<file path="config.mk">
export PLATFORM = sky130hd
export DESIGN_NAME = prf
export DESIGN_NICKNAME = d
export VERILOG_FILES = /design/src/ooo_pkg.sv /design/src/prf.sv
export VERILOG_INCLUDE_DIRS = /design/src
export SDC_FILE = /design/constraint.sdc
export NUM_CORES = 2
export LEC_CHECK = 0
export BUFFER_PORTS_ARGS = -buffer_cell sky130_fd_sc_hd__buf_2
export CAP_MARGIN = 20
export CORE_MARGIN = 3
export CORE_UTILIZATION = 30
export DETAILED_ROUTE_END_ITERATION = 10
export PLACE_DENSITY = 0.54
export SLEW_MARGIN = 20
export SYNTH_ARGS = -nofsm -noshare
export SYNTH_HDL_FRONTEND = slang
export SYNTH_SLANG_ARGS = --single-unit
</file>
<file path="constraint.sdc">
create_clock -name clock -period 5.2 [get_ports clock]
set_clock_uncertainty 0.15 [all_clocks]
set_input_delay 0.52 -clock clock [delete_from_list [all_inputs] [get_ports clock]]
set_output_delay 0.52 -clock clock [all_outputs]
set_load 0.005 [all_outputs]
</file>
<file path="src/ooo_settings.svh">
`ifndef OOO_SETTINGS_SVH
`define OOO_SETTINGS_SVH

// datapath width
`define XLEN 32

// register files
`define NUM_ARCH_REGS 8
`define NUM_PHYS_REGS 32

// window sizes, both powers of two
`define RS_DEPTH 8
`define ROB_DEPTH 16

// issue to CDB, at least 3
`define MUL_LATENCY 3

`endif

</file>
<file path="src/ooo_pkg.sv">
`default_nettype none

`include "ooo_settings.svh"

package ooo_pkg;

    typedef logic [`XLEN-1:0] data_t;

    // register and ROB indices
    typedef logic [$clog2(`NUM_ARCH_REGS)-1:0] arn_t;
    typedef logic [$clog2(`NUM_PHYS_REGS)-1:0] prn_t;
    typedef logic [$clog2(`ROB_DEPTH)-1:0]     robn_t;

    typedef enum logic [2:0] {
        op_li,
        op_add,
        op_sub,
        op_xor,
        op_mul
    } op_t;

    // last multiply stage, feeding the CDB
    typedef enum logic {
        mul_idle,
        mul_busy
    } mul_state_t;

endpackage

`default_nettype wire

</file>
<file path="src/prf.sv">
`default_nettype none

`include "ooo_settings.svh"

module prf (
    input  wire                 clock,
    input  wire                 arst_n,
    input  wire ooo_pkg::prn_t  src1_prn,
    input  wire ooo_pkg::prn_t  src2_prn,
    output logic                src1_ready,
    output ooo_pkg::data_t      src1_value,
    output logic                src2_ready,
    output ooo_pkg::data_t      src2_value,
    input  wire                 alloc_valid,
    input  wire ooo_pkg::prn_t  alloc_prn,
    input  wire                 cdb_valid,
    input  wire ooo_pkg::prn_t  cdb_prn,
    input  wire ooo_pkg::data_t cdb_value,
    input  wire ooo_pkg::prn_t  head_prn,
    output ooo_pkg::data_t      head_value
);
    import ooo_pkg::*;

    data_t                     value_q [`NUM_PHYS_REGS];
    logic [`NUM_PHYS_REGS-1:0] ready_q;
    logic                      hit1, hit2;

    // forward this cycle's broadcast to rename
    assign hit1 = cdb_valid && (cdb_prn == src1_prn);
    assign hit2 = cdb_valid && (cdb_prn == src2_prn);

    assign src1_ready = ready_q[src1_prn] || hit1;
    assign src1_value = hit1 ? cdb_value : value_q[src1_prn];
    assign src2_ready = ready_q[src2_prn] || hit2;
    assign src2_value = hit2 ? cdb_value : value_q[src2_prn];

    // head result was written at least one edge ago
    assign head_value = value_q[head_prn];

    always_ff @(posedge clock or negedge arst_n) begin
        if (!arst_n) begin
            ready_q <= '1;
            for (int p = 0; p < `NUM_PHYS_REGS; p++) begin
                value_q[p] <= '0;
            end
        end else begin
            if (alloc_valid) begin
                ready_q[alloc_prn] <= 1'b0;
            end
            if (cdb_valid) begin
                ready_q[cdb_prn] <= 1'b1;
                value_q[cdb_prn] <= cdb_value;
            end
        end
    end

    a_cdb_to_pending: assert property (@(posedge clock) disable iff (!arst_n)
        cdb_valid |-> !ready_q[cdb_prn]);

endmodule

`default_nettype wire

</file>
; ---- Yosys cells after proc, flatten, opt, wreduce, memory -nomap -nowiden
; Index checks and enable logic that the tools add are counted.
[word_totals]
word_cells = 84
in_bits = 61
register_bits = 1056
out_inout_bits = 98
[classes]
eq_ne = 2
n_reduce_logical = 7
n_lt_le_gt_ge = 11
bitwise = 7
muxes = 24
[op_table]
columns = cell, n
row1 = 1024-bit bitwise mux, 1
row2 = 32-bit binary-select mux with 5-bit select, 3
row3 = 32-bit 2-to-1 mux, 11
row4 = 32-bit demux with 5-bit select, 1
row5 = 32-bit bitwise AND, 1
row6 = 32-bit inverter, 1
row7 = 32-bit OR, 1
row8 = 6-bit greater-or-equal comparator (second input constant), 4
row9 = 5-bit by 6-bit less-than comparator with 1-bit output (second input constant), 4
row10 = 5-bit inverter with 6-bit output, 4
row11 = 1-bit binary-select mux with 5-bit select, 2
row12 = 1-bit demux with 5-bit select, 2
row13 = 5-bit equality test, 2
row14 = 5-bit by 1-bit greater-or-equal comparator with 1-bit output (second input constant), 2
row15 = 6-bit by 1-bit less-than comparator with 1-bit output (second input constant), 1
row16 = 1-bit logical AND, 5
row17 = 1-bit 2-to-1 mux, 4
row18 = 1-bit logical OR, 2

; ---- Depth between registers and ports, before layout
[logic_depth]
ltp_word = 9
mapped_depth = 8
depth_no_buf = 4

; ---- Worst setup path before layout
; Ideal clock, no wire load.
[synth_path]
path_type = input port to output port
from = input port head_prn[0]
to = output port head_value[13]
path_buffers = 3
stages = 6
arrival_ps = 2306
path_slack_ps = 2224
t_required_ps = 4530
path_cell_list = buf_2 buf_6 buf_2 mux4_2 mux4_2 mux2_2
[synth_via]
elab_chain_cells = 4
[synth_lines]
columns = element, line_no
row1 = "start, declared", prf.sv:19  ; input wire ooo_pkg::prn_t head_prn,
row2 = 5-bit inverter with 6-bit output (not written as such), prf.sv:38  ; assign head_value = value_q[head_prn];
row3 = 32-bit binary-select mux with 5-bit select, prf.sv:38
row4 = 32-bit 2-to-1 mux (not written as such) (2 in a row), prf.sv:38
row5 = "end, declared", prf.sv:20  ; output ooo_pkg::data_t head_value
; No other way between the ends. The select of a mux whose other input is x is not followed.

; ---- Final worst setup path
[layout_path]
from = input port src1_prn[2]
to = output port src1_value[21]
[layout_via]
elab_chain_cells = 5
elab_cells_between_ends = 7
cone_classes = eq/ne (1) / mux (4) / bitwise (1) / reduce/logical (1)
[layout_lines]
columns = element, line_no
row1 = "start, declared", prf.sv:8  ; input wire ooo_pkg::prn_t src1_prn,
row2 = 5-bit inverter with 6-bit output (not written as such), prf.sv:33  ; assign src1_value = hit1 ? cdb_value : value_q[src1_prn];
row3 = 32-bit binary-select mux with 5-bit select, prf.sv:33
row4 = 32-bit 2-to-1 mux (not written as such) (2 in a row), prf.sv:33
row5 = 32-bit 2-to-1 mux (*), prf.sv:33
row6 = "end, declared", prf.sv:11  ; output ooo_pkg::data_t src1_value,
; Mark *: on every way between the ends. The rest lies on a longest branch, timed or not. The select of a mux whose other input is x is not followed.

==> results.yml <==
synthesis:
  syn-mean-instance-area_um2: 15.5
  synth_warnings: 0
  synth.net_count: 4207
  synth-seq-cells: 1056
  synth_cells: 4146
  synth.distinct_cells: 38
  ys_seq_area_share_pct: 41.2
  syn_area_mm2: 0.0643
global_route:
  met3_usage_pct: 5.39
  antenna_found_initial: 26
  overflow: 0
  grt_first_pass_wirelength_um: 341000
  met1_usage_pct: 28.3
  use_met2_pct: 34.3
  grt_usage_pct: 21.6
  grt_pass1_vias: 44000
  grt.busiest_layer: "met2"
  grt_max_degree: 142
route:
  drtAntennaViolNets: 0
  drt_pre_antenna_iters: 7
  via_count: 42900
  wl_per_cell_um: 34.1
  first_iter_violations: 4077
  totalWireLength_um: 239000
  drc: 0
  drt-vias-per-instance: 6.12
cts:
  path_clk_slew_ns: 0.06
  clockRootBuffer: "clkbuf_16"
  htree_levels: 3
  cts_max_path_buffers: 3
  clkSinkCount: 1056
  cts_made_buffers: 115
  cts_tree: "built"
  clk_latency_ns: 0.73
die:
  pin_count: 159
  start_util_pct: 30.3
  row_count: 169
  die_area_mm2: 0.220
  die_w_um: 469
  fp.dieH_um: 469
  core_area_mm2: 0.213
place:
  dpl_cell_area_mm2: 0.0686
  dpl.hpwl_um: 138000
  preCtsSetupSlack_ns: 1.12
  gp_congestion: 0.798
  io_buffers: 158
  placed_cells: 6778
setup_path:
  worstPathCellList: "buf_8 > buf_4 > mux4_2 > mux2i_1 > a211o_1 > o31ai_1 > buf_2"
  critical_path_class: "primary input to output pin"
  cp_data_arrival_time_ns: 3.59
  slowest_delay_ns: 0.79
  critPathLaunchType: "primary input"
  cp_max_fo: 53
  crit_path_end_kind: "output pin"
  reg2reg_slack_ns: 4.22
  timing.rr.start: "value_q[448]"
  ff2ff_path_depth: 1
  cp.required_ns: 4.53
  cp_slowest_cell: "o31ai_1"
  reg2reg_to: "value_q[448]"
run:
  drv_cap: 0
sta:
  tightest_slew_ns: 1.16
  report.final.slew_viol_count: 0
  rsz0062_at_grt: "no"
  setup_ws_ns: 0.943
  hold_violations: 0
  setup_viol: 0
  final.min_clock_period_ns: 4.26
  fin_crit_sh_pct: 81.9
  fmax_mhz: 235
  max-slew-margin-rel_pct: 21.9
  setup_tns_ns: 0
status:
  status: "finished clean"
finish:
  area_delta_synth_final_pct: 12.9
  fin_nets: 4136
  final_cells: 7001
  drive_above_1_share_pct: 59.4
  nFillCells: 20300
  final_common_cell: "mux2_2"
  multi_input_area_mm2: 0.0361
  ff_latch_area_mm2: 0.0265
  final_area_mm2: 0.0726
  layout_common_cells: "mux2_2, dfrtp_1, mux4_2"
worst_hold_path:
  hp-class: "primary input to flop"
  hp-start: "alloc_prn[4]"
  min_path_cells: 4
  hold_path_end: "ready_q[23]"
power_and_ir_drop:
  vdd_drop_max_uv: 283
  p_per_area_mw_per_mm2: 368
  leakagePower_nw: 29.6
==> cell families after synthesis <==
group,Yosys count,share of synthesized area (%)
compound gates,371,4.02
xor+xnor,10,0.136
buf+inv,487,3.21
flops,1056,41.2
mux,1982,49.4
simple gates,240,2.07
==> worst max-delay path, delay by kind of cell <==
family	cells	cell delay (ns)
AO/OA/AOI/OAI	2	1.10
buffers and inverters	3	1.38
multiplexers	2	0.43
==> layer usage <==
layer	share of wire, %	vias up
met2	47	2021
met4	4.5	12
li1	-	16700
met1	40	23700
met3	8.3	492
met5	0.064	-
==> area by class of cell <==
| class | instances | area share [%] |
|---|---|---|
| clock buffer | 176 | 4.78 |
| clock inverter | 33 | 0.617 |
| multi-input combinational | 2603 | 49.7 |
| tap | 2821 | 4.86 |
| timing repair buffer | 299 | 3.54 |
| antenna | 13 | 0.0448 |
| sequential | 1056 | 36.5 |
==> synth_stat cells <==
library cell	count	area (um^2)
nand3b_1	13	97.6
a211oi_1	62	465
buf_2	114	571
or3_1	3	18.8
and2_1	5	31.3
dfstp_2	32	841
nor4_2	2	25.0
xor2_1	8	70.1
o22ai_1	125	782
and3b_1	1	8.76
xnor2_1	2	17.5
nand2b_1	2	12.5
nor2b_1	67	419
and4_1	1	8.76
a22oi_1	3	22.5
buf_6	4	45.0
or2_2	1	6.26
o211ai_1	1	7.51
mux4_2	846	19100
mux2i_1	74	741
a221oi_1	1	8.76
nor2_1	20	75.1
clkbuf_1	268	1010
mux2_2	1062	12000
or3b_2	8	70.1
a22o_1	3	26.3
and3_1	2	12.5
nor3_1	2	10.0
nand2_1	37	139
o21ai_0	50	250
a211o_1	62	543
buf_1	84	315
o31ai_1	64	480
dfrtp_1	1024	25600
nor3b_1	5	37.5
buf_4	17	128
nand3_1	69	345
and2_0	2	12.5
==> state kept, by name, summed over array words and instances (netlist names) <==
signal / cells
ready_q: 32
value_q: 1024
==> metrics by stage <==
step | power [mW] | utilization [%] | hold slack [ns]
3_3_place_gp | 18.0 | 32.3 | 0.321
4_1_cts | 26.8 | 34.1 | 0.0251
5_1_grt | 27.9 | 34.1 | 0.110
3_5_place_dp | 18.2 | 32.3 | 0.328
2_1_floorplan | 16.0 | - | 0.0744
6_report | 26.7 | 34.2 | 0.0801
==> timing repair <==
item                       in CTS  in global routing
gates resized for setup         0                  0
hold endpoints to repair       69                  0
hold buffers                    1                  0
setup endpoints to repair       0                  0
setup buffers                   0                  0
==> worst max path at each step <==
stage / from / endpoint
after floorplan: head_prn[0] / head_value[13]
after global placement: src1_prn[2] / src1_value[21]
after detailed placement: src1_prn[2] / src1_value[21]
after CTS: src1_prn[2] / src1_value[21]
after global routing: src1_prn[2] / src1_value[21]
final: src1_prn[2] / src1_value[21]
==> report_power, final <==
part	switching, mW	internal (mW)
Combinational	2.58	4.06
Clock	3.67	4.97
Sequential	1.55	9.88
Note: power is estimated with default switching activity, not from simulation.
