### src/ooo_settings.svh
`ifndef OOO_SETTINGS_SVH
`define OOO_SETTINGS_SVH

// datapath width
`define XLEN 32

// register files
`define NUM_ARCH_REGS 8
`define NUM_PHYS_REGS 32

// window sizes, both powers of two
`define RS_DEPTH 8
`define ROB_DEPTH 16

// issue to CDB, at least 3
`define MUL_LATENCY 3

`endif

### src/ooo_pkg.sv
`default_nettype none

`include "ooo_settings.svh"

package ooo_pkg;

    typedef logic [`XLEN-1:0] data_t;

    // register and ROB indices
    typedef logic [$clog2(`NUM_ARCH_REGS)-1:0] arn_t;
    typedef logic [$clog2(`NUM_PHYS_REGS)-1:0] prn_t;
    typedef logic [$clog2(`ROB_DEPTH)-1:0]     robn_t;

    typedef enum logic [2:0] {
        op_li,
        op_add,
        op_sub,
        op_xor,
        op_mul
    } op_t;

    // last multiply stage, feeding the CDB
    typedef enum logic {
        mul_idle,
        mul_busy
    } mul_state_t;

endpackage

`default_nettype wire

### src/rename.sv
`default_nettype none

`include "ooo_settings.svh"

module rename (
    input  wire                 clock,
    input  wire                 arst_n,
    input  wire                 in_valid,
    output logic                in_ready,
    input  wire ooo_pkg::op_t   in_op,
    input  wire ooo_pkg::arn_t  in_dest,
    input  wire ooo_pkg::arn_t  in_src1,
    input  wire ooo_pkg::arn_t  in_src2,
    input  wire ooo_pkg::data_t in_imm,
    output ooo_pkg::prn_t       src1_prn,
    output ooo_pkg::prn_t       src2_prn,
    input  wire                 src1_ready,
    input  wire                 src2_ready,
    input  wire ooo_pkg::data_t src1_value,
    input  wire ooo_pkg::data_t src2_value,
    input  wire                 rs_full,
    input  wire                 rob_full,
    input  wire ooo_pkg::robn_t rob_tail,
    output logic                disp_valid,
    output ooo_pkg::op_t        disp_op,
    output ooo_pkg::data_t      disp_a,
    output logic                disp_a_ready,
    output ooo_pkg::data_t      disp_b,
    output logic                disp_b_ready,
    output ooo_pkg::prn_t       disp_dest_prn,
    output ooo_pkg::robn_t      disp_robn,
    output ooo_pkg::arn_t       disp_dest_arn,
    output ooo_pkg::prn_t       disp_old_prn,
    output logic                alloc_valid,
    output ooo_pkg::prn_t       alloc_prn,
    input  wire                 free_valid,
    input  wire ooo_pkg::prn_t  free_prn
);
    import ooo_pkg::*;

    prn_t                      map_q [`NUM_ARCH_REGS];
    logic [`NUM_PHYS_REGS-1:0] free_q;

    // lowest free register wins
    always_comb begin
        alloc_prn = '0;
        for (int i = `NUM_PHYS_REGS - 1; i >= 0; i--) begin
            if (free_q[i]) begin
                alloc_prn = prn_t'(i);
            end
        end
    end

    assign in_ready    = (|free_q) && !rs_full && !rob_full;
    assign disp_valid  = in_valid && in_ready;
    assign alloc_valid = disp_valid;

    assign src1_prn = map_q[in_src1];
    assign src2_prn = map_q[in_src2];

    // a waiting operand carries its tag in the low bits
    always_comb begin
        if (in_op == op_li) begin
            disp_a       = in_imm;
            disp_a_ready = 1'b1;
            disp_b       = '0;
            disp_b_ready = 1'b1;
        end else begin
            disp_a       = src1_ready ? src1_value : data_t'(src1_prn);
            disp_a_ready = src1_ready;
            disp_b       = src2_ready ? src2_value : data_t'(src2_prn);
            disp_b_ready = src2_ready;
        end
    end

    assign disp_op       = in_op;
    assign disp_dest_prn = alloc_prn;
    assign disp_robn     = rob_tail;
    assign disp_dest_arn = in_dest;
    assign disp_old_prn  = map_q[in_dest];

    always_ff @(posedge clock or negedge arst_n) begin
        if (!arst_n) begin
            for (int r = 0; r < `NUM_ARCH_REGS; r++) begin
                map_q[r] <= prn_t'(r);
            end
            for (int p = 0; p < `NUM_PHYS_REGS; p++) begin
                free_q[p] <= (p >= `NUM_ARCH_REGS);
            end
        end else begin
            if (disp_valid) begin
                map_q[in_dest]    <= alloc_prn;
                free_q[alloc_prn] <= 1'b0;
            end
            // old mapping handed back by commit
            if (free_valid) begin
                free_q[free_prn] <= 1'b1;
            end
        end
    end

    a_no_double_free: assert property (@(posedge clock) disable iff (!arst_n)
        free_valid |-> !free_q[free_prn]);

endmodule

`default_nettype wire

### config.mk
export PLATFORM = sky130hd
export DESIGN_NAME = rename
export DESIGN_NICKNAME = d
export VERILOG_FILES = /design/src/ooo_pkg.sv /design/src/rename.sv
export VERILOG_INCLUDE_DIRS = /design/src
export SDC_FILE = /design/constraint.sdc
export NUM_CORES = 1
export LEC_CHECK = 0
export ABC_AREA = 1
export BUFFER_PORTS_ARGS = -buffer_cell sky130_fd_sc_hd__buf_2
export CAP_MARGIN = 20
export CORE_ASPECT_RATIO = 0.75
export CORE_MARGIN = 2
export CORE_UTILIZATION = 35
export DETAILED_ROUTE_END_ITERATION = 8
export GPL_ROUTABILITY_DRIVEN = 0
export SYNTH_ARGS = -nofsm -noshare
export SYNTH_HDL_FRONTEND = slang
export SYNTH_SLANG_ARGS = --single-unit
### constraint.sdc
create_clock -name clock -period 2.7 [get_ports clock]
set_input_delay 0.54 -clock clock [delete_from_list [all_inputs] [get_ports clock]]
set_output_delay 0.54 -clock clock [all_outputs]
set_load 0.05 [all_outputs]
# After elaboration in Yosys (flattened, before gate mapping)
# Cells that the tools add are included.
dict set report totals {
  output_inout_bits 104
  inputBits 125
  register_bits 72
  wordCells 89
}
dict set report op_classes {
  magnitude_cmp 8
  bitwise 6
  muxes 56
  reduce_logical 10
}
# operator count
set op_table {}
lappend op_table {{two-way mux 5 bit} 39}
lappend op_table {{two-way mux 32 bit} 6}
lappend op_table {{binary-select mux 5 bit (select 3 bit)} 3}
lappend op_table {{bitwise mux 40 bit} 1}
lappend op_table {{bitwise AND 32 bit} 1}
lappend op_table {{inverter 32 bit} 1}
lappend op_table {{OR 32 bit} 1}
lappend op_table {{OR reduction 32 bit} 1}
lappend op_table {{demux 5 bit (select 3 bit)} 1}
lappend op_table {{>= comparator 4 bit, second input constant} 3}
lappend op_table {{less-than comparator 5 x 6 -> 1 bit, second input constant} 2}
lappend op_table {{inverter 3 -> 4 bit} 3}
lappend op_table {{demux 1 bit (select 5 bit)} 2}
lappend op_table {{>= comparator 5 x 1 -> 1 bit, second input constant} 2}
lappend op_table {{logical AND 1 bit} 6}
lappend op_table {{less-than comparator 4 x 1 -> 1 bit, second input constant} 1}
lappend op_table {{two-way mux 1 bit} 4}
lappend op_table {{zero test 3 bit} 1}
lappend op_table {{zero test 1 bit} 2}

# Logic depth before layout (Yosys ltp)
dict set report logic_depth {
  depth_word 41
  depth_mapped 36
  depth_no_buf 35
}

# Least setup slack after synthesis
# No wires, ideal clock.
dict set report synth_timing {
  path_type {register to output}
  from {register free_q[12]}
  to {output disp_valid}
  path_buffers 2
  path_stages_with_launch 11
  required_time_ns 2.160
  setup_slack_ns -0.939
  arrival_ns 3.099
  path_cell_list {dfstp_2 nor2_1 nand2_1 nor2_1 inv_1 nor2_1 a211oi_1 nand2_1 inv_1 buf_2 buf_4}
}
dict set report synth_via {
  elab_chain_len 4
}
# element line_no
set synth_rtl {}
lappend synth_rtl {{start, declared} rename.sv:42} ;# logic [`NUM_PHYS_REGS-1:0] free_q;
lappend synth_rtl {{start signal, assigned by index} rename.sv:88} ;# free_q[p] <= (p >= `NUM_ARCH_REGS);
lappend synth_rtl {{OR reduction 32 bit} rename.sv:54} ;# assign in_ready = (|free_q) && !rs_full && !rob_full;
lappend synth_rtl {{logical AND 1 bit (2 in a row)} rename.sv:54}
lappend synth_rtl {{via in_ready} rename.sv:9} ;# output logic in_ready,
lappend synth_rtl {{logical AND 1 bit} rename.sv:55} ;# assign disp_valid = in_valid && in_ready;
lappend synth_rtl {{end, declared} rename.sv:24} ;# output logic disp_valid,
# The timed path passes the listed nets, and every way through them passes these cells.

# Worst setup path after layout
dict set report layout_timing {
  from {register free_q[30]}
  to {output disp_dest_prn[0]}
}
dict set report layout_via {
  elab_chain_len 31
}
# element line_no
set layout_rtl {}
lappend layout_rtl {{two-way mux 5 bit (31 in a row)} rename.sv:48} ;# if (free_q[i]) begin
lappend layout_rtl {{end, declared} rename.sv:30} ;# output ooo_pkg::prn_t disp_dest_prn,
# No other way between the ends.

==> impl_metrics.ini <==
[status]
run_status = complete, but fails checks
failing_checks = negative setup slack

[pwr]
power.static_leakage_nw = 3.776
share_clk_of_total_power_pct = 20.4
switching_share_pct = 45.56
power.internal_mw = 3.509
share_seq_of_total_power_pct = 27.4
netSwitchingPower_mw = 2.937
fin_total_pwr_mw = 6.447
power.density_cell_area_nw_per_um2 = 844.8
max_rail_drop_vdd_v = 0.0009385
power.combinational.fraction_pct = 52.2

[cts]
postCtsHoldBufs = 0
clockRootBuffer = clkbuf_16
cts_buffer_depth = 2
register_clock_pin_slew_on_the_reported_worst_setup_and_hold_paths_ns = 0.06
clkSinkCount = 72
tritoncts.num_buffers = 9
ctsHtreeMaxLevel = 3
cts_tree = done
clock_insertion_delay_worst_skew_ns = 0.34

[sta]
worst_slew_pin_slew_ns = 0.7106
hold_violations = 0
layout_setup_ws_ns = -0.6497
clock_skew_ns = 0.006782
period_needed_ns = 3.350
rsz_0062_raised_after_global_routing = yes
post-route-period-util_pct = 124.1
report.final.slew_viol_count = 0
max-slew-margin-rel_pct = 52.26
finalSetupViolations = 21
clock.fmax_mhz = 298.5

[yosys]
syn_inst = 821
synthDistinctLibCells = 35
mappedNetlistArea_sq_um = 5269
ys_seq_elements = 72
synth_sequential_area_ratio_pct = 35.05
synth_nets = 946
synth_warnings = 0
synth_area_per_cell_sq_um = 6.418

[route]
post_drt_via_cell_ratio = 5.121
finalWirelength_mm = 22.71
vias_after_detailed_routing = 6570
drcViolationCount = 0
iter_0_drt_violations = 599
detailedRoute.firstPassIterationCount = 7
ant_nets = 0
wire_per_inst_um = 17.70

[worst_setup_path]
critical_path_class = flop to primary output
r2r_cells = 42
crit_fanout = 2
worst_ep_arrival_time_ns = 2.81
timing.critical_path.mode_cell = nand2_1
worst_setup_path_start_kind = flop
rrSetupSlack_ns = -0.56
critPathTopFamily = simple AND/OR/NAND/NOR gates
cp_slowest_stage_delay_ns = 0.53
timing.rr.start = free_q[30]
critical_path_buf_inv_count = 3
critical_path.reg2reg.endpoint = free_q[17]
nature_of_the_critical_path_endpoint = primary output
timing.critical_path.required_ns = 2.16
critPathSlowestCell = dfstp_2

[final_layout]
final_layout_size_suffix_gt1_share_pct = 35.38
final_net_count = 1197
mostFrequentLayoutCell = nand2_1
fin_util_pct = 52.28
final_area_sq_um = 7631
final_cell_mix = 272 x nand2_1, 209 x buf_2, 84 x o21ai_0
area_growth_from_synthesis_to_layout_pct = 44.83
instances_no_fill = 1283

[placement]
dpl.hpwl_mm = 17.82
placement.io_buffers = 220
total_cell_area_at_the_placement_stage_sq_um = 7014
dp_worst_setup_slack_ns = -0.2996
number_of_cells_in_the_design_after_placement = 1245

[floorplanning]
design.core.area_sq_um = 14600
start_util_pct = 36.10
die-area_sq_um = 16060
boundary_pin_count = 229
fp-row-count = 38
die_height_um = 110.3
chipWidth_um = 145.7

[global_routing]
globalRouteTotalUtil_pct = 27.78
gr-total-overflow = 0
initial_antenna_violation_count = 7
maximum_number_of_pins_on_one_net_before_global_route_repair = 66
grt_pass1_wl_mm = 34.01
first_global_vias = 5817

[job]
cap_viol_max_count = 0

[worst_hold_path]
holdCritPathClass = input pin to asynchronous set/reset pin
[cells in the mapped netlist]
library cell | instances | share of area [%]
nand2_1 | 274 | 20
o21ai_0 | 112 | 11
inv_1 | 78 | 5.6
nor2_1 | 69 | 4.9
a21oi_1 | 45 | 4.3
dfrtp_1 | 36 | 17
dfstp_2 | 36 | 18
clkbuf_1 | 29 | 2.1
nand3_1 | 25 | 2.4
nor3_1 | 24 | 2.3
buf_4 | 16 | 2.3
nand4_1 | 14 | 1.7
a31oi_1 | 10 | 1.2
a22oi_1 | 8 | 1.1
o21ai_1 | 8 | 0.76
a22o_1 | 6 | 1.0
a221oi_1 | 4 | 0.66
o2111ai_1 | 4 | 0.66
clkinv_1 | 3 | 0.21
nand2_8 | 3 | 1.1
buf_2 | 2 | 0.19
o22ai_1 | 2 | 0.24
a211oi_1 | 1 | 0.14
a311oi_1 | 1 | 0.17
a32o_1 | 1 | 0.19
buf_8 | 1 | 0.28
inv_2 | 1 | 0.071
nand2_2 | 1 | 0.12
nand2_4 | 1 | 0.21
nand3_2 | 1 | 0.19
nor4_1 | 1 | 0.12
nor4_2 | 1 | 0.24
o21bai_1 | 1 | 0.14
o2bb2ai_1 | 1 | 0.17
o31ai_1 | 1 | 0.14
[through the flow]
stage | TNS, ns | hold slack, ns
2_1_floorplan | -0.9800 | 0.2444
3_3_place_gp | -0.8978 | 0.4601
3_5_place_dp | -0.9362 | 0.4642
4_1_cts | -2.435 | 0.2144
5_1_grt | -19.43 | 0.2280
6_report | -7.039 | 0.2117
[timing repair]
| action | CTS | global route |
|---|---|---|
| endpoints found under the setup margin | 19 | 59 |
| gates resized for setup | 18 | 31 |
| setup buffers | 0 | 16 |
| pin swaps | 1 | 12 |
| gates cloned | 0 | 1 |
[power by group through the flow]
stage	Combinational (mW)	Clock (mW)	Sequential, mW
final	3.36	1.31	1.77
after global routing	3.60	1.39	1.80
after CTS	2.91	1.34	1.75
after detailed placement	2.84	0	1.76
after global placement	2.84	0	1.77
after floorplan	2.02	0	1.66
[state kept, by name, summed over array words and instances, names as in the netlist]
name and flops:
free_q 32, map_q 40
[cell type report]
type / count / area, sq um
timing repair buffer: 288 / 1773
clock buffer: 10 / 239.0
antenna: 6 / 15.01
sequential: 72 / 1847
tap: 200 / 250.2
multi-input combinational: 619 / 3104
inverter: 82 / 311.5
clock inverter: 6 / 91.34
fill: 1509 / 6965
[metal layers]
| metal | wire [um] | up-vias | global-route usage (%) |
|---|---|---|---|
| li1 | - | 3212 | - |
| met1 | 10430 | 2991 | 39.63 |
| met2 | 9526 | 332 | 40.46 |
| met3 | 2243 | 35 | 8.066 |
| met4 | 507 | 0 | 8.824 |
| met5 | 0 | - | 0 |
[logic make-up after synthesis]
kind of cell,share of synthesized area [%]
compound gates,21.52
flops,35.05
simple gates,32.77
buf+inv,10.66
[worst max path at each step]
stage,from,cells past startpoint,slack [ns],to
6_report,free_q[30],34,-0.65,disp_dest_prn[0]
5_1_grt,free_q[30],34,-1.03,disp_dest_prn[0]
4_1_cts,free_q[30],34,-0.65,disp_dest_prn[0]
3_5_place_dp,free_q[30],34,-0.30,disp_dest_prn[0]
3_3_place_gp,free_q[30],34,-0.31,alloc_prn[0]
2_1_floorplan,free_q[30],35,-0.51,disp_dest_prn[0]
Note: power is estimated with default switching activity, not from simulation.
