[config.mk]
export PLATFORM = sky130hd
export DESIGN_NAME = rs
export DESIGN_NICKNAME = d
export VERILOG_FILES = /design/src/ooo_pkg.sv /design/src/rs.sv
export VERILOG_INCLUDE_DIRS = /design/src
export SDC_FILE = /design/constraint.sdc
export NUM_CORES = 2
export LEC_CHECK = 0
export BUFFER_PORTS_ARGS = -buffer_cell sky130_fd_sc_hd__clkbuf_2
export CORE_UTILIZATION = 28
export CTS_CLUSTER_SIZE = 12
export DETAILED_ROUTE_END_ITERATION = 8
export GPL_ROUTABILITY_DRIVEN = 1
export GPL_TIMING_DRIVEN = 1
export HOLD_SLACK_MARGIN = 0.1
export PLACE_DENSITY = 0.44
export SLEW_MARGIN = 20
export SYNTH_ARGS = -nofsm -noshare
export SYNTH_HDL_FRONTEND = slang
export SYNTH_SLANG_ARGS = --single-unit
[constraint.sdc]
create_clock -name clock -period 7.7 [get_ports clock]
set_clock_uncertainty 0.2 [all_clocks]
set_input_delay 0.385 -clock clock [delete_from_list [all_inputs] [get_ports clock]]
set_output_delay 0.385 -clock clock [all_outputs]
set_load 0.1 [all_outputs]
[src/ooo_settings.svh]
`ifndef OOO_SETTINGS_SVH
`define OOO_SETTINGS_SVH

// datapath width
`define XLEN 32

// register files
`define NUM_ARCH_REGS 8
`define NUM_PHYS_REGS 32

// window sizes, both powers of two
`define RS_DEPTH 8
`define ROB_DEPTH 16

// issue to CDB, at least 3
`define MUL_LATENCY 3

`endif

[src/ooo_pkg.sv]
`default_nettype none

`include "ooo_settings.svh"

package ooo_pkg;

    typedef logic [`XLEN-1:0] data_t;

    // register and ROB indices
    typedef logic [$clog2(`NUM_ARCH_REGS)-1:0] arn_t;
    typedef logic [$clog2(`NUM_PHYS_REGS)-1:0] prn_t;
    typedef logic [$clog2(`ROB_DEPTH)-1:0]     robn_t;

    typedef enum logic [2:0] {
        op_li,
        op_add,
        op_sub,
        op_xor,
        op_mul
    } op_t;

    // last multiply stage, feeding the CDB
    typedef enum logic {
        mul_idle,
        mul_busy
    } mul_state_t;

endpackage

`default_nettype wire

[src/rs.sv]
`default_nettype none

`include "ooo_settings.svh"

module rs (
    input  wire                 clock,
    input  wire                 arst_n,
    input  wire                 disp_valid,
    input  wire ooo_pkg::op_t   disp_op,
    input  wire ooo_pkg::data_t disp_a,
    input  wire                 disp_a_ready,
    input  wire ooo_pkg::data_t disp_b,
    input  wire                 disp_b_ready,
    input  wire ooo_pkg::prn_t  disp_dest_prn,
    input  wire ooo_pkg::robn_t disp_robn,
    output logic                rs_full,
    input  wire                 cdb_valid,
    input  wire ooo_pkg::prn_t  cdb_prn,
    input  wire ooo_pkg::data_t cdb_value,
    input  wire                 alu_avail,
    output logic                alu_issue,
    output ooo_pkg::op_t        alu_op,
    output ooo_pkg::data_t      alu_a,
    output ooo_pkg::data_t      alu_b,
    output ooo_pkg::prn_t       alu_prn,
    output ooo_pkg::robn_t      alu_robn,
    output logic                mul_issue,
    output ooo_pkg::data_t      mul_a,
    output ooo_pkg::data_t      mul_b,
    output ooo_pkg::prn_t       mul_prn,
    output ooo_pkg::robn_t      mul_robn
);
    import ooo_pkg::*;

    localparam int IdxW = $clog2(`RS_DEPTH);

    logic [`RS_DEPTH-1:0] valid_q, a_rdy_q, b_rdy_q;
    logic [`RS_DEPTH-1:0] wake_a, wake_b, ready;
    op_t                  op_q   [`RS_DEPTH];
    data_t                a_q    [`RS_DEPTH];
    data_t                b_q    [`RS_DEPTH];
    prn_t                 dest_q [`RS_DEPTH];
    robn_t                robn_q [`RS_DEPTH];
    logic [IdxW-1:0]      alu_sel, mul_sel, free_sel;

    always_comb begin
        for (int i = 0; i < `RS_DEPTH; i++) begin
            wake_a[i] = cdb_valid && valid_q[i] && !a_rdy_q[i] && (prn_t'(a_q[i]) == cdb_prn);
            wake_b[i] = cdb_valid && valid_q[i] && !b_rdy_q[i] && (prn_t'(b_q[i]) == cdb_prn);
            ready[i]  = valid_q[i] && a_rdy_q[i] && b_rdy_q[i];
        end
    end

    assign rs_full = &valid_q;

    // descending scan leaves the lowest index
    always_comb begin
        alu_issue = 1'b0;
        mul_issue = 1'b0;
        alu_sel   = '0;
        mul_sel   = '0;
        free_sel  = '0;
        for (int i = `RS_DEPTH - 1; i >= 0; i--) begin
            if (ready[i] && op_q[i] != op_mul) begin
                alu_issue = alu_avail;
                alu_sel   = IdxW'(i);
            end
            if (ready[i] && op_q[i] == op_mul) begin
                mul_issue = 1'b1;
                mul_sel   = IdxW'(i);
            end
            if (!valid_q[i]) begin
                free_sel = IdxW'(i);
            end
        end
    end

    assign alu_op   = op_q[alu_sel];
    assign alu_a    = a_q[alu_sel];
    assign alu_b    = b_q[alu_sel];
    assign alu_prn  = dest_q[alu_sel];
    assign alu_robn = robn_q[alu_sel];
    assign mul_a    = a_q[mul_sel];
    assign mul_b    = b_q[mul_sel];
    assign mul_prn  = dest_q[mul_sel];
    assign mul_robn = robn_q[mul_sel];

    always_ff @(posedge clock or negedge arst_n) begin
        if (!arst_n) begin
            valid_q <= '0;
            a_rdy_q <= '0;
            b_rdy_q <= '0;
        end else begin
            a_rdy_q <= a_rdy_q | wake_a;
            b_rdy_q <= b_rdy_q | wake_b;
            if (alu_issue) begin
                valid_q[alu_sel] <= 1'b0;
            end
            if (mul_issue) begin
                valid_q[mul_sel] <= 1'b0;
            end
            if (disp_valid) begin
                valid_q[free_sel] <= 1'b1;
                a_rdy_q[free_sel] <= disp_a_ready;
                b_rdy_q[free_sel] <= disp_b_ready;
            end
        end
    end

    always_ff @(posedge clock) begin
        for (int i = 0; i < `RS_DEPTH; i++) begin
            if (wake_a[i]) begin
                a_q[i] <= cdb_value;
            end
            if (wake_b[i]) begin
                b_q[i] <= cdb_value;
            end
        end
        if (disp_valid) begin
            op_q[free_sel]   <= disp_op;
            a_q[free_sel]    <= disp_a;
            b_q[free_sel]    <= disp_b;
            dest_q[free_sel] <= disp_dest_prn;
            robn_q[free_sel] <= disp_robn;
        end
    end

    a_issue_ready: assert property (@(posedge clock) disable iff (!arst_n)
        (alu_issue -> ready[alu_sel]) && (mul_issue -> ready[mul_sel]));

endmodule

`default_nettype wire

Yosys cells after proc, flatten, opt, wreduce, memory -nomap -nowiden
Memories as Yosys holds them, arrays and structs flattened.
Index checks and enable logic that the tools add are counted.
Storage, ports and cells
  output and inout port bits: 152
  memories kept: 5
  logic and storage cells: 232
  register bits after elaboration: 24
  memory bits (read-only): 0
  latch bits: 0
  input bits: 120
  bits in writable memories: 608
Memories
  a_q: words 8, width 32, rd ports 10, clocked after memory_dff 0, write ports 9, RTL line rs.sv:40  | data_t a_q [`RS_DEPTH];
  b_q: words 8, width 32, rd ports 10, clocked after memory_dff 0, write ports 9, RTL line rs.sv:41  | data_t b_q [`RS_DEPTH];
  dest_q: words 8, width 5, rd ports 2, clocked after memory_dff 0, write ports 1, RTL line rs.sv:42  | prn_t dest_q [`RS_DEPTH];
  robn_q: words 8, width 4, rd ports 2, clocked after memory_dff 0, write ports 1, RTL line rs.sv:43  | robn_t robn_q [`RS_DEPTH];
  op_q: words 8, width 3, rd ports 9, clocked after memory_dff 0, write ports 1, RTL line rs.sv:39  | op_t op_q [`RS_DEPTH];
Operators by class
  divide/modulo/power cells: 0
  add/subtract/negate cells: 0
  reductions and logical operators: 92
  magnitude comparators: 6
  multiply operators: 0
  multiplexer cells: 87
  shifts and indexed selects: 0
  bitwise logic cells: 7
  eq/ne operators: 32
Operator list (count)
  5-bit == test: 16
  1-bit logical AND: 75
  3-bit two-way mux: 24
  1-bit two-way mux: 53
  8-bit two-way mux: 5
  3-bit == test (second input constant): 8
  3-bit inequality test (second input constant): 8
  8-bit bitwise OR: 3
  8-bit bitwise AND: 2
  8-bit bitwise mux: 2
  1-bit zero test: 16
  8-bit NOT: 2
  3-bit by 4-bit < comparator with 1-bit output (second input constant): 3
  1-bit demux with 3-bit select: 3
  3-bit by 1-bit >= comparator with 1-bit output (second input constant): 3
  8-bit AND reduction: 1

Depth between registers and ports, before layout
  depth in word-level cells: 22
  depth in mapped cells: 10
  gate-level depth less buffers: 8

Worst setup path before layout
No wires, ideal clock.
  path kind: input port to flip-flop
  from: input cdb_prn[3]
  to: memory a_q[3][0] in the netlist's numbering (enable)
  path slack: 2080 ps
  arrival: 4906 ps
  library setup time: 514 ps
  required time: 6986 ps
  cell stages on the path: 5
  path buffers: 2
  cells stage by stage: clkbuf_1 -> clkbuf_1 -> xnor2_1 -> nand4_1 -> o41ai_1
RTL lines
  start, declared: RTL line rs.sv:18  | input wire ooo_pkg::prn_t cdb_prn,
  end, declared: RTL line rs.sv:40

==> results by group <==
Synthesis
  – #FFs+latches synth: 632
  – XOR/XNOR Fraction of Synth Area: 0.0206
  – Synth cell types: 61
  – Yosys warnings: 0
  – Complex-gate fraction of the synthesized area: 0.166
  – Top-area cell type share of the netlist area: 0.537
  – Multiplexer share of the synthesized area: 0.160
  – Synth Area in Adders: 0
  – Synthesized Nets: 2967
  – Syn_area_per_cell: 11.9 um^2
  – Synth area leaders: edfxtp_1, mux2i_1, o21ai_0, o221ai_1, nand2_1
  – Synth Area in Simple Gates: 0.0530
  – Post-Syn Area: 34000 um^2
  – Mapped Cells: 2847
  – Post-synthesis sequential area ratio: 0.555
  – Top_reg_cell synth: edfxtp_1
  – Main combinational cell family by area after synthesis: compound AO/OA/AOI/OAI gates
  – Cell taking the most area after synthesis: edfxtp_1
  – Async SR Flop Fraction: 0.0380
  – Number of synthesized flops with an enable pin: 608

Routing
  – Avg WL per Cell: 27.8 um
  – # DRC: 2
  – Routed WL: 133 mm
  – Initial DRC Count: 2300
  – Antenna violation net count after detailed routing: 0
  – Vias after detailed routing: 25800
  – Vias per inst: 5.38
  – Initial DRT Pass Iterations: 9

Clock tree
  – Worst skew pair latency: 0.65 ns
  – CTS root buf: clkbuf_16
  – TritonCTS Buffers: 77
  – CTS H-Tree Depth: 3
  – CTS tree: done
  – # clock sinks: 632
  – Post-CTS Resized: 0
  – Clk buf depth: 3
  – # hold bufs at CTS: 143
  – Postcts setup bufs: 0
  – CTS clk-pin slew, worst paths: 0.06 ns

Hold path
  – Hold crit path type: input port to flip-flop
  – Hold endpoint: b_q[4][16]
  – Hold Crit Start: disp_b[16]
  – Depth of the worst hold-timing path: 3

Critical path
  – Startpoint Class: flip-flop
  – Critical R2R Capture: b_q[1][8]
  – Crit path kind: flip-flop to primary output
  – Critical Path AT: 5.01 ns
  – Critical Path Sink Type: primary output
  – Req. time, crit path: 7.11 ns
  – Worst reg2reg path depth: 8
  – Critical Path Fanout Max: 40
  – R2R Setup Slk: 3.43 ns
  – Worst R2R Start: valid_q[7]

Floorplan
  – DIE WIDTH: 350 um
  – Standard-cell row count: 127
  – Starting Density: 0.283
  – Die ar.: 123000 um^2
  – DIE HEIGHT: 350 um
  – I/O pins: 272
  – Core Footprint: 120000 um^2

Cells and area
  – Final instance area: 40600 um^2
  – Nets: 3248
  – Antenna Cells: 0
  – Layout cells sized above 1: 0.157
  – Non-filler cells, final: 4803
  – Most frequent cells in the layout: edfxtp_1, o21ai_0, mux2i_1, nand2_1, clkbuf_2
  – Most common cell after layout, fill and taps aside: edfxtp_1
  – Synthesis-to-layout area growth: 19.5%

STA
  – Final Hold Viols: 0
  – Final setup margin: 2.11 ns
  – Worst-Margin Slew: 1.17 ns
  – Final Cycle Share: 0.726
  – Fin crit period: 5.59 ns
  – RSZ-0062 raised after global routing: false
  – Relative slew slack: 0.218
  – Final max-slew violation count: 0
  – Peak Freq: 179 MHz
  – Setup TNS: 0 ns
  – Setup violators final: 0

Place
  – DP Area: 36700 um^2
  – Inst Count DP: 4518
  – Dpl ws: 2.77 ns
  – RD Place Congestion: 0.811
  – Post-DP HPWL: 82.4 mm
  – Port bufs: 271

Outcome
  – Status: finished, violations left
  – Violated checks: DRC

GRT
  – First-pass GRT wire length: 188 mm
  – Initial antenna violation count: 7
  – Total congestion overflow: 0
  – Vias in the first global route: 26000
  – Largest net degree at the start of global routing: 123
  – Total GRT Usage: 0.213

Job
  – Number of max-cap violations: 0
through the flow:
step / utilization / hold WS, ns
2_1_floorplan: - / -0.111
3_5_place_dp: 0.306 / 0.263
3_3_place_gp: 0.306 / 0.264
4_1_cts: 0.338 / 0.133
6_report: 0.338 / 0.137
5_1_grt: 0.338 / 0.166
cell type report:
cell class	count	area [um^2]
inverter	84	315
sequential	632	18900
clock inverter	40	359
multi-input combinational	1868	13700
tap	1612	2020
fill	12300	79500
clock buffer	102	2080
timing repair buffer	465	3240
flip-flops by register name, summed over array words and instances, names as in the netlist:
name,flops
b_rdy_q,8
a_rdy_q,8
valid_q,8
dest_q,40
a_q,256
op_q,24
robn_q,32
b_q,256
critical path, stage by stage (launching register included):
cell and delay (ns):
edfxtp_1 0.41, nor3b_2 0.38, and4_1 0.32, a211oi_4 0.09, a21boi_4 0.63, buf_16 0.24, buf_4 0.60, mux2_4 0.35
a222oi_1 0.56, o221ai_1 0.30, clkbuf_2 0.45
worst max path at each step:
stage	start	end	slack (ns)	cells past startpoint
finish	op_q[4][0]	mul_a[7]	2.11	10
global route	op_q[6][0]	mul_a[7]	1.92	10
CTS	op_q[6][0]	mul_a[7]	2.07	10
detailed placement	op_q[6][0]	mul_a[7]	2.77	10
global placement	op_q[6][0]	mul_a[7]	2.56	9
floorplan	cdb_prn[3]	a_q[3][0]	2.08	5
cells in the mapped netlist (5+ instances only):
| library cell | count |
|---|---|
| nor4_1 | 6 |
| o22a_1 | 80 |
| or2_2 | 10 |
| nand2b_1 | 6 |
| buf_6 | 6 |
| clkbuf_2 | 10 |
| xnor2_1 | 66 |
| o221ai_1 | 149 |
| nor3_1 | 5 |
| nor2_1 | 25 |
| nand4_1 | 22 |
| xor2_1 | 14 |
| a31oi_1 | 6 |
| o31ai_1 | 5 |
| mux2i_1 | 450 |
| nand2_1 | 284 |
| mux2_4 | 29 |
| mux2_1 | 44 |
| buf_2 | 47 |
| nand3_1 | 12 |
| or4_1 | 6 |
| a21oi_1 | 6 |
| buf_4 | 24 |
| buf_1 | 20 |
| edfxtp_1 | 608 |
| inv_1 | 84 |
| o21ai_0 | 526 |
| dfrtp_1 | 24 |
| a222oi_1 | 73 |
| clkbuf_1 | 152 |
metal layers:
layer  track usage  share of wire
met1         0.290           0.45
met2         0.354           0.47
met3        0.0273          0.055
met4        0.0584          0.022
met5             0        0.00044
cell families (layout without fill, tap and decap cells):
family,after synthesis,in the layout
flip-flops,632,632
AND/OR/NAND/NOR,403,403
multiplexers,523,523
buffers and inverters,347,691
AO/OA/AOI/OAI,862,862
XOR/XNOR,80,80
Power is not shown: default switching activity piles up to over one toggle a cycle in this logic, so the estimate is an artifact.
