**src/ooo_settings.svh**
```systemverilog
`ifndef OOO_SETTINGS_SVH
`define OOO_SETTINGS_SVH

// datapath width
`define XLEN 32

// register files
`define NUM_ARCH_REGS 8
`define NUM_PHYS_REGS 32

// window sizes, both powers of two
`define RS_DEPTH 8
`define ROB_DEPTH 16

// issue to CDB, at least 3
`define MUL_LATENCY 3

`endif

```
**src/ooo_pkg.sv**
```systemverilog
`default_nettype none

`include "ooo_settings.svh"

package ooo_pkg;

    typedef logic [`XLEN-1:0] data_t;

    // register and ROB indices
    typedef logic [$clog2(`NUM_ARCH_REGS)-1:0] arn_t;
    typedef logic [$clog2(`NUM_PHYS_REGS)-1:0] prn_t;
    typedef logic [$clog2(`ROB_DEPTH)-1:0]     robn_t;

    typedef enum logic [2:0] {
        op_li,
        op_add,
        op_sub,
        op_xor,
        op_mul
    } op_t;

    // last multiply stage, feeding the CDB
    typedef enum logic {
        mul_idle,
        mul_busy
    } mul_state_t;

endpackage

`default_nettype wire

```
**src/rob.sv**
```systemverilog
`default_nettype none

`include "ooo_settings.svh"

module rob (
    input  wire                 clock,
    input  wire                 arst_n,
    input  wire                 disp_valid,
    input  wire ooo_pkg::arn_t  disp_dest_arn,
    input  wire ooo_pkg::prn_t  disp_dest_prn,
    input  wire ooo_pkg::prn_t  disp_old_prn,
    output ooo_pkg::robn_t      rob_tail,
    output logic                rob_full,
    input  wire                 cdb_valid,
    input  wire ooo_pkg::robn_t cdb_robn,
    output ooo_pkg::prn_t       head_prn,
    input  wire ooo_pkg::data_t head_value,
    output logic                ct_valid,
    input  wire                 ct_ready,
    output ooo_pkg::arn_t       ct_dest,
    output ooo_pkg::data_t      ct_value,
    output logic                free_valid,
    output ooo_pkg::prn_t       free_prn
);
    import ooo_pkg::*;

    robn_t                       head_q, tail_q;
    logic [$clog2(`ROB_DEPTH):0] count_q;
    logic [`ROB_DEPTH-1:0]       done_q;
    arn_t                        arn_q [`ROB_DEPTH];
    prn_t                        prn_q [`ROB_DEPTH];
    prn_t                        old_q [`ROB_DEPTH];
    logic                        commit;

    assign rob_tail = tail_q;
    assign rob_full = (count_q == `ROB_DEPTH);

    // head holds still until the consumer takes it
    assign ct_valid   = (count_q != 0) && done_q[head_q];
    assign commit     = ct_valid && ct_ready;
    assign head_prn   = prn_q[head_q];
    assign ct_dest    = arn_q[head_q];
    assign ct_value   = head_value;
    assign free_valid = commit;
    assign free_prn   = old_q[head_q];

    always_ff @(posedge clock or negedge arst_n) begin
        if (!arst_n) begin
            head_q  <= '0;
            tail_q  <= '0;
            count_q <= '0;
            done_q  <= '0;
        end else begin
            if (disp_valid) begin
                tail_q         <= tail_q + 1'b1;
                done_q[tail_q] <= 1'b0;
            end
            if (cdb_valid) begin
                done_q[cdb_robn] <= 1'b1;
            end
            if (commit) begin
                head_q <= head_q + 1'b1;
            end
            case ({disp_valid, commit})
                2'b10:   count_q <= count_q + 1'b1;
                2'b01:   count_q <= count_q - 1'b1;
                default: count_q <= count_q;
            endcase
        end
    end

    always_ff @(posedge clock) begin
        if (disp_valid) begin
            arn_q[tail_q] <= disp_dest_arn;
            prn_q[tail_q] <= disp_dest_prn;
            old_q[tail_q] <= disp_old_prn;
        end
    end

    // pointers meet only when the buffer is empty or full
    a_commit_nonempty: assert property (@(posedge clock) disable iff (!arst_n)
        commit |-> (head_q != tail_q) || rob_full);

    // each instruction is broadcast once
    a_single_complete: assert property (@(posedge clock) disable iff (!arst_n)
        cdb_valid |-> !done_q[cdb_robn]);

endmodule

`default_nettype wire

```
**config.mk**
```make
export PLATFORM = sky130hd
export DESIGN_NAME = rob
export DESIGN_NICKNAME = d
export VERILOG_FILES = /design/src/ooo_pkg.sv /design/src/rob.sv
export VERILOG_INCLUDE_DIRS = /design/src
export SDC_FILE = /design/constraint.sdc
export NUM_CORES = 1
export LEC_CHECK = 0
export BUFFER_PORTS_ARGS = -buffer_cell sky130_fd_sc_hd__buf_2
export CORE_UTILIZATION = 55
export DETAILED_ROUTE_END_ITERATION = 8
export PLACE_DENSITY = 0.77
export SETUP_SLACK_MARGIN = 0.4
export SLEW_MARGIN = 10
export SYNTH_ARGS = -nofsm -noshare
export SYNTH_HDL_FRONTEND = slang
export SYNTH_SLANG_ARGS = --single-unit
```
**constraint.sdc**
```tcl
create_clock -name clock -period 6.8 [get_ports clock]
set_clock_uncertainty 0.1 [all_clocks]
set_input_delay 0 -clock clock [delete_from_list [all_inputs] [get_ports clock]]
set_output_delay 0 -clock clock [all_outputs]
set_load 0.01 [all_outputs]
```
After elaboration in Yosys (flattened, before gate mapping):

Memory sizes are Yosys's and may differ from the RTL's.
Index checks and enable logic that the tools add are counted.

* output and inout bits: 52
* logic and storage cells: 39
* memories kept: 3
* input bits: 54
* memory bits (writable): 208
* flip-flop bits (word level): 29

* bitwise gates (word level): 3
* equal/unequal tests: 3
* $add $sub $neg: 4
* order comparisons: 5
* mux-type cells: 11
* reductions and logical operators: 6

Memory list
* old_q: depth 16, width 5, rd ports 1, clocked after memory_dff 0, write ports 1, line rob.sv:32 `` prn_t old_q [`ROB_DEPTH]; ``
* prn_q: depth 16, width 5, rd ports 1, clocked after memory_dff 0, write ports 1, line rob.sv:31 `` prn_t prn_q [`ROB_DEPTH]; ``
* arn_q: depth 16, width 3, rd ports 1, clocked after memory_dff 0, write ports 1, line rob.sv:30 `` arn_t arn_q [`ROB_DEPTH]; ``

Operators with widths (number)
* $mux W16: 2
* $and A16 B16 Y16: 1
* $not A16 Y16: 1
* $or A16 B16 Y16: 1
* $lt A4 B5 Y1 const B: 3
* $pmux W5 S2: 1
* $add A4 B1 Y4 const B: 2
* $demux W1 S4: 2
* $ge A4 B1 Y1 const B: 2
* $add A5 B1 Y5 const B: 1
* $eq A5 B5 Y1 const B: 1
* $mux W1: 5
* $reduce_bool A5 Y1: 1
* $sub A5 B1 Y5 const B: 1
* $bmux W1 S4: 1
* $logic_and A1 B1 Y1: 4
* $eq A2 B1 Y1 const B: 1
* $eq A2 B2 Y1 const B: 1
* $reduce_bool A2 Y1: 1

Logic depth before layout (Yosys ltp):

Gate-level depths: netlist of the first run.

* depth after elaboration: 9
* gate-level depth with buffers: 12
* gate-level depth less buffers: 11

Worst setup path after synthesis of the first run:

Ideal clock, no wire load.

* path type: register -> register
* from: register head_q[2]
* to: register count_q[4]
* path buffers: 1
* clock period less this slack: 3.161 ns
* cell stages (with the launch flop): 13
* setup time: 0.080 ns
* required time: 6.620 ns
* slack: 3.639 ns
* arrival: 2.981 ns
* cell sequence: dfrtp_1 > buf_6 > mux2i_1 > mux4_2 > o32ai_4 > ha_1 > inv_1 > fa_1 > nor2b_1 > o21ai_0 > and3_1 > nor3_1 > xnor2_1

* cells in the longest elaborated chain, start to end: 6
* elaborated cells between the ends (all ways): 8
* classes of those cells: 2 x eq/ne; 3 x mux; 3 x reduce/logical

Ends and longest elaborated chain
* start, declared: line rob.sv:27 `robn_t head_q, tail_q;`
* start signal, assigned: line rob.sv:62 `head_q <= head_q + 1'b1;`
* $bmux W1 S4 *: line rob.sv:39 `assign ct_valid = (count_q != 0) && done_q[head_q];`
* $mux W1 (not written as such) *: line rob.sv:39
* $logic_and A1 B1 Y1 *: line rob.sv:39
* $logic_and A1 B1 Y1 *: line rob.sv:40 `assign commit = ct_valid && ct_ready;`
* net free_valid: line rob.sv:22 `output logic free_valid,`
* $eq A2 B1 Y1 / $eq A2 B2 Y1 (equally long branches): line rob.sv:64 `case ({disp_valid, commit})`
* $pmux W5 S2 / $reduce_bool A2 Y1 (equally long branches)
* end signal, assigned: line rob.sv:65 `2'b10: count_q <= count_q + 1'b1;`
* end signal, assigned: line rob.sv:66 `2'b01: count_q <= count_q - 1'b1;`
* end signal, assigned: line rob.sv:67 `default: count_q <= count_q;`
* end, declared: line rob.sv:28 `` logic [$clog2(`ROB_DEPTH):0] count_q; ``

Mark *: on every way through the listed nets, which the timed path passes. The rest lies on a longest branch. The select of a mux whose other input is x is not followed.
A chain may end at the register's enable or synchronous reset.

Worst setup path after layout of the first run:

* from: register head_q[2]
* to: register count_q[4]

* cells in the longest elaborated chain, start to end: 6
* elaborated cells between the ends (all ways): 8
* classes of those cells: 2 x eq/ne; 3 x mux; 3 x reduce/logical

Ends and longest elaborated chain (line)
* $bmux W1 S4 *: rob.sv:39
* $mux W1 (not written as such) *: rob.sv:39
* $logic_and A1 B1 Y1 *: rob.sv:39
* $logic_and A1 B1 Y1 *: rob.sv:40
* $eq A2 B1 Y1 / $eq A2 B2 Y1 (equally long branches): rob.sv:64
* $pmux W5 S2 / $reduce_bool A2 Y1 (equally long branches)

Every way passes the cells marked *; elsewhere a longest branch is shown, timed or not. The select of a mux whose other input is x is not followed.

==> results of run 1 <==
sequential cells by signal (all words and copies together), names as in the netlist:
signal    count
count_q       5
done_q       16
prn_q        80
rob_tail      4
arn_q        48
old_q        80
head_q        4
worst max-delay path by stage:
stage | start | to | slack, ps | cells after the start
floorplan | head_q[2] | count_q[4] | 3640 | 12
global placement | head_q[2] | count_q[4] | 3670 | 11
detailed placement | head_q[2] | count_q[4] | 3570 | 11
CTS | head_q[0] | head_prn[1] | 3450 | 6
global route | head_q[0] | head_prn[1] | 3290 | 6
finish | head_q[2] | count_q[4] | 3490 | 11
area by class of cell:
type	count	share of cell area [%]
multi-input combinational	224	21.3
tap	225	2.46
inverter	13	0.426
clock buffer	36	6.34
sequential	237	60.9
clock inverter	8	0.961
timing repair buffer	109	7.62
cell families after synthesis:
group,Yosys count,synth area share [%]
compound gates,66,4.22
fa+ha+maj,10,1.36
simple gates,62,3.20
buf+inv,69,4.15
flops,237,71.4
xor+xnor,9,0.807
mux,77,14.9
metal layers:
metal	GRT usage, %	vias up	wire length [µm]	share of wire [%]
met5	0	-	0	0
met4	9.86	0	684	3.4
met3	3.18	47	981	4.9
met2	38.9	165	10100	50
met1	30.1	2646	8290	41
li1	-	2226	-	-
Yosys cell counts:
master      n
edfxtp_1  208
mux4_2     54
buf_4      35
dfrtp_1    29
o21ai_0    27
mux2i_1    22
a21oi_1    16
nor2_1     15
nor2b_1    14
a211oi_1   13
inv_1      13
clkbuf_1   12
nand2_1    12
ha_1        9
buf_2       6
nand2b_1    6
nor3_1      6
xnor2_1     5
o32ai_1     4
xor2_1      4
nand3_1     3
a21o_1      2
buf_1       2
nand3b_1    2
and3_1      1
buf_6       1
fa_1        1
mux2_4      1
nand4_1     1
o211ai_1    1
o22ai_1     1
o31ai_1     1
o32ai_4     1
or3_1       1
or4_1       1
where the power goes:
part           leakage, nW  internal (mW)  switching (mW)
combinational         1.31          0.697           0.826
clock                0.405          0.819           0.535
sequential            2.22           1.81           0.119
total                 3.93           3.32            1.48
critical path: stages, from the launching register on:
cell and delay [ps]:
dfrtp_2 460, mux2i_1 140, mux4_2 530, o32ai_4 400, ha_1 310, inv_1 100, fa_1 420, nor2b_1 130
o21ai_0 110, and3_1 190, nor3_1 180, xnor2_1 140
stage by stage:
| step | std cells | hold slack [ps] |
|---|---|---|
| 3_3_place_gp | 749 | -99.9 |
| 6_report | 852 | 209 |
| 5_1_grt | 852 | 249 |
| 2_1_floorplan | 530 | -396 |
| 3_5_place_dp | 749 | -99.9 |
| 4_1_cts | 852 | 198 |
==> results.toml, run 1 <==
[worst_setup_path]
critical_path_class = "flop to flop"
timing.rr.start = "head_q[2]"
cp_max_fo = 6
end_kind = "flop"
required_ps = 7130
r2r_end = "count_q[4]"
cp.arrival_ps = 3640
start_kind = "flop"
reg2reg_setup_slack_ps = 3490
r2r.worst_path.cells = 11

[floorplanning]
ios = 106
die_h_um = 135
dieArea_um2 = 18300
rows = 48
coreArea_um2 = 17300
start_util_pct = 56.5
dieWidth_um = 135

[sta]
fmax_mhz = 303
fin_ws_ps = 3490
maxSlewViolCount = 0
min_period_ps = 3310
timing.slew.headroom_pct = 24.7
hold_viol = 0
setup_viol = 0
fin_crit_sh_pct = 48.6
max_slew.worst_pin.slew_ps = 1130
fin_setup_tns_ps = 0
rsz0062_at_grt = "no"

[placement]
placed_cell_area_um2 = 10000
dp_slack_ps = 3570
port_buffers = 41
dp_hpwl_um = 10900
gp_congestion = 0.795

[layout]
multi_input_area_um2 = 2440
final_common_cell = "edfxtp_1"
fill_cells = 1133
insertedDiodeCount = 0
layout-drive-gt1-share_pct = 26.0
area_delta_synth_final_pct = 17.3
regArea_um2 = 6980
final_area_um2 = 11500
final_nets = 673
fin_util_pct = 66.2
mostFrequentLayoutCells = "edfxtp_1 (208), dlygate4sd3_1 (58), mux4_2 (54)"

[global_route]
grt_pass1_vias = 5320
grt-ovfl-total = 0
antenna_found_initial = 0
grt_pass1_wl_um = 30500
grt_usage_pct = 23.0
grt_max_degree = 55

[synth]
syn_nets = 594
netlist_area_um2 = 9760
netlist.area_leader.share_pct = 64.0
yosysTopAreaCell = "edfxtp_1"
synth.area.top_cells = "edfxtp_1 (64%), mux4_2 (12%), dfrtp_1 (7.4%), buf_4 (2.7%), mux2i_1 (2.3%)"
netlist_instances = 530
yosysSeqAreaShare_pct = 71.4
syn_area_per_cell_um2 = 18.4
ys_types = 35
yosys_warnings = 0
synth.ff_latch_count = 237

[cts]
post_cts_buffers = 0
htreeDepth = 1
cts_resized = 0
cts_tree = "yes"
clkTransAtPathRegs_ps = 60
clock-root-buffer = "clkbuf_16"
clock_path_buffers = 3
insertion_delay_ps = 510
hold_buffers = 59
cts_made_buffers = 24
cts.sinks = 237

[min_path]
hold_path.class = "input pin to flop"
hold_path_end = "rob_tail[0]"
hold_path_depth = 3
hold_path_startpoint = "disp_valid"

[detailed_routing]
via_count = 5084
drt-pass1-iter-count = 4
drc = 0
dr.first_iter.drc_count = 375
drt_wl_total_um = 20100
wl_per_cell_um = 23.6
avgViaCountPerCell = 5.97
drtAntennaViolNets = 0

[power_and_ir_drop]
ir_worst_vdd_uv = 302
leakage_nw = 3.93
finalPower_mw = 4.80
powerDensity_nw_per_um2 = 419

[outcome]
status = "finished clean"

[job]
timing.max_cap.violations = 0
(Power assumes the default switching activity.)
==> run 2: changes to the inputs <==
- CORE_UTILIZATION: 55 -> 53
- PLACE_DENSITY: 0.77 -> 0.78
- clock period: 6.8 -> 2.85 ns (I/O delays scaled with it)
==> results.toml, run 2 (same netlist as run 1, synthesis figures left out) <==
[floorplanning]
dieWidth_um = 138
coreArea_um2 = 18000
dieArea_um2 = 19000
ios = 106
rows = 49
die_h_um = 138
start_util_pct = 54.2

[layout]
layout.cells.non_filler = 884
fin_util_pct = 65.4
area_delta_synth_final_pct = 20.8
insertedDiodeCount = 0
layout-drive-gt1-share_pct = 29.3
mostFrequentLayoutCells = "edfxtp_1 (208), dlygate4sd3_1 (58), mux4_2 (54)"
reg_top3 = "old_q x80, prn_q x80, arn_q x48"
final_nets = 703
final_common_cell = "edfxtp_1"

[detailed_routing]
drc = 0
dr.first_iter.drc_count = 465
drtAntennaViolNets = 0
drt_wl_total_um = 21500
via_count = 5431
drt-pass1-iter-count = 5
wl_per_cell_um = 24.3
avgViaCountPerCell = 6.14

[cts]
clock-root-buffer = "clkbuf_16"
cts_made_buffers = 23
clkTransAtPathRegs_ps = 60
clock_path_buffers = 3
insertion_delay_ps = 500
cts_tree = "yes"
cts.sinks = 237
htreeDepth = 1

[power_and_ir_drop]
powerDensity_nw_per_um2 = 1020
ir_worst_vdd_uv = 795
leakage_nw = 4.11

[sta]
fin_setup_tns_ps = 0
hold_viol = 0
max_slew.worst_pin.slew_ps = 460
fin_crit_sh_pct = 99.6
min_period_ps = 2840
setup_viol = 0
timing.slew.headroom_pct = 69.3
fin_hold_ws_ps = 247
fmax_mhz = 352
maxSlewViolCount = 0
rsz0062_at_grt = "yes"

[global_route]
grt_pass1_wl_um = 32000
grt_max_degree = 54
antenna_found_initial = 0
grt_usage_pct = 23.4
grt_pass1_vias = 5493
grt-ovfl-total = 0

[worst_setup_path]
reg2reg_setup_slack_ps = 10
critical_path_class = "flop to flop"
cp.arrival_ps = 3140
cp_slowest_stage_delay_ps = 510
cp_max_fo = 6
start_kind = "flop"
path_cells = "mux2i_1 > mux4_2 > o32ai_4 > ha_4 > inv_2 > fa_2 > nor2b_4 > o21ai_2 > and3_1 > nor3_2 > xnor2_1"
cp_slowest_cell = "mux4_2"
end_kind = "flop"
required_ps = 3150

[placement]
port_buffers = 41
place_inst = 769
dp_hpwl_um = 11100
gp_congestion = 0.836

[job]
timing.max_cap.violations = 0

[outcome]
status = "finished clean"

[min_path]
hold_path.class = "input pin to flop"
## run 2: cell count changes in the layout (fill, tap and decap cells not counted), moves of 3 or more
cell	previous run	this run
buf_16	0	3
buf_4	9	29
buf_6	0	5
clkbuf_8	6	3
clkinv_1	0	3
ha_1	9	6
ha_4	0	3
nor2_1	5	15
nor2_2	10	0
o21ai_0	27	24
## run 2: repair_timing
action,in CTS,in global routing
cloned,2,2
pin swaps,8,6
hold buffers,59,0
buffers inserted,6,5
resized for setup,12,12
endpoints found under the setup margin,17,18
hold endpoints to repair,289,0
## run 2: area by class of cell
type | count | area, µm²
flip-flops and latches | 237 | 6980
fillers | 1176 | 6230
multi-input cells | 224 | 2480
repair buffers | 140 | 1240
clock buffers | 28 | 614
well taps | 229 | 287
clock inverters | 13 | 146
inverters | 13 | 48.8
## run 2: critical path: cells and delay by family, from the launching register on
kind	cells	cell delay (ps)
buffers and inverters	1	50
DFF	1	470
and+or+nand+nor	3	420
AOI/OAI and AO/OA	2	340
muxes	2	660
xor gates and xnor gates	1	140
adders and majority gates	2	570
## run 2: path summary, 6_finish.rpt
kind | from | cells past startpoint | end
max | head_q[2] | 11 | count_q[4]
max reg2reg | head_q[2] | 11 | count_q[4]
min reg2reg | done_q[4] | 2 | done_q[4]
min in group asynchronous | arst_n | 4 | done_q[12]
min | disp_valid | 3 | rob_tail[0]
max in group asynchronous | arst_n | 4 | head_q[0]
## run 2: stage by stage
stage          setup WS (ps)  cell area, µm²  total power [mW]
6_report                11.7           11800              12.0
5_1_grt                -84.2           11800              12.5
4_1_cts                 14.2           11700              11.8
3_5_place_dp           -61.8           10100              8.27
3_3_place_gp            27.2           10100              8.12
2_1_floorplan           -125            9780              7.20
## run 2: power by group
| part | switching [mW] | internal, mW | total [mW] |
|---|---|---|---|
| clock | 1.24 | 1.81 | 3.05 |
| combinational | 2.21 | 2.13 | 4.34 |
| sequential | 0.300 | 4.30 | 4.60 |
## run 2: layer usage
| layer | track usage (%) | routed length [µm] | vias to the layer above |
|---|---|---|---|
| met3 | 3.50 | 1850 | 41 |
| met4 | 6.94 | 491 | 0 |
| met5 | 0 | 0 | - |
| met1 | 31.9 | 8240 | 2797 |
| li1 | - | - | 2285 |
| met2 | 39.5 | 10900 | 308 |
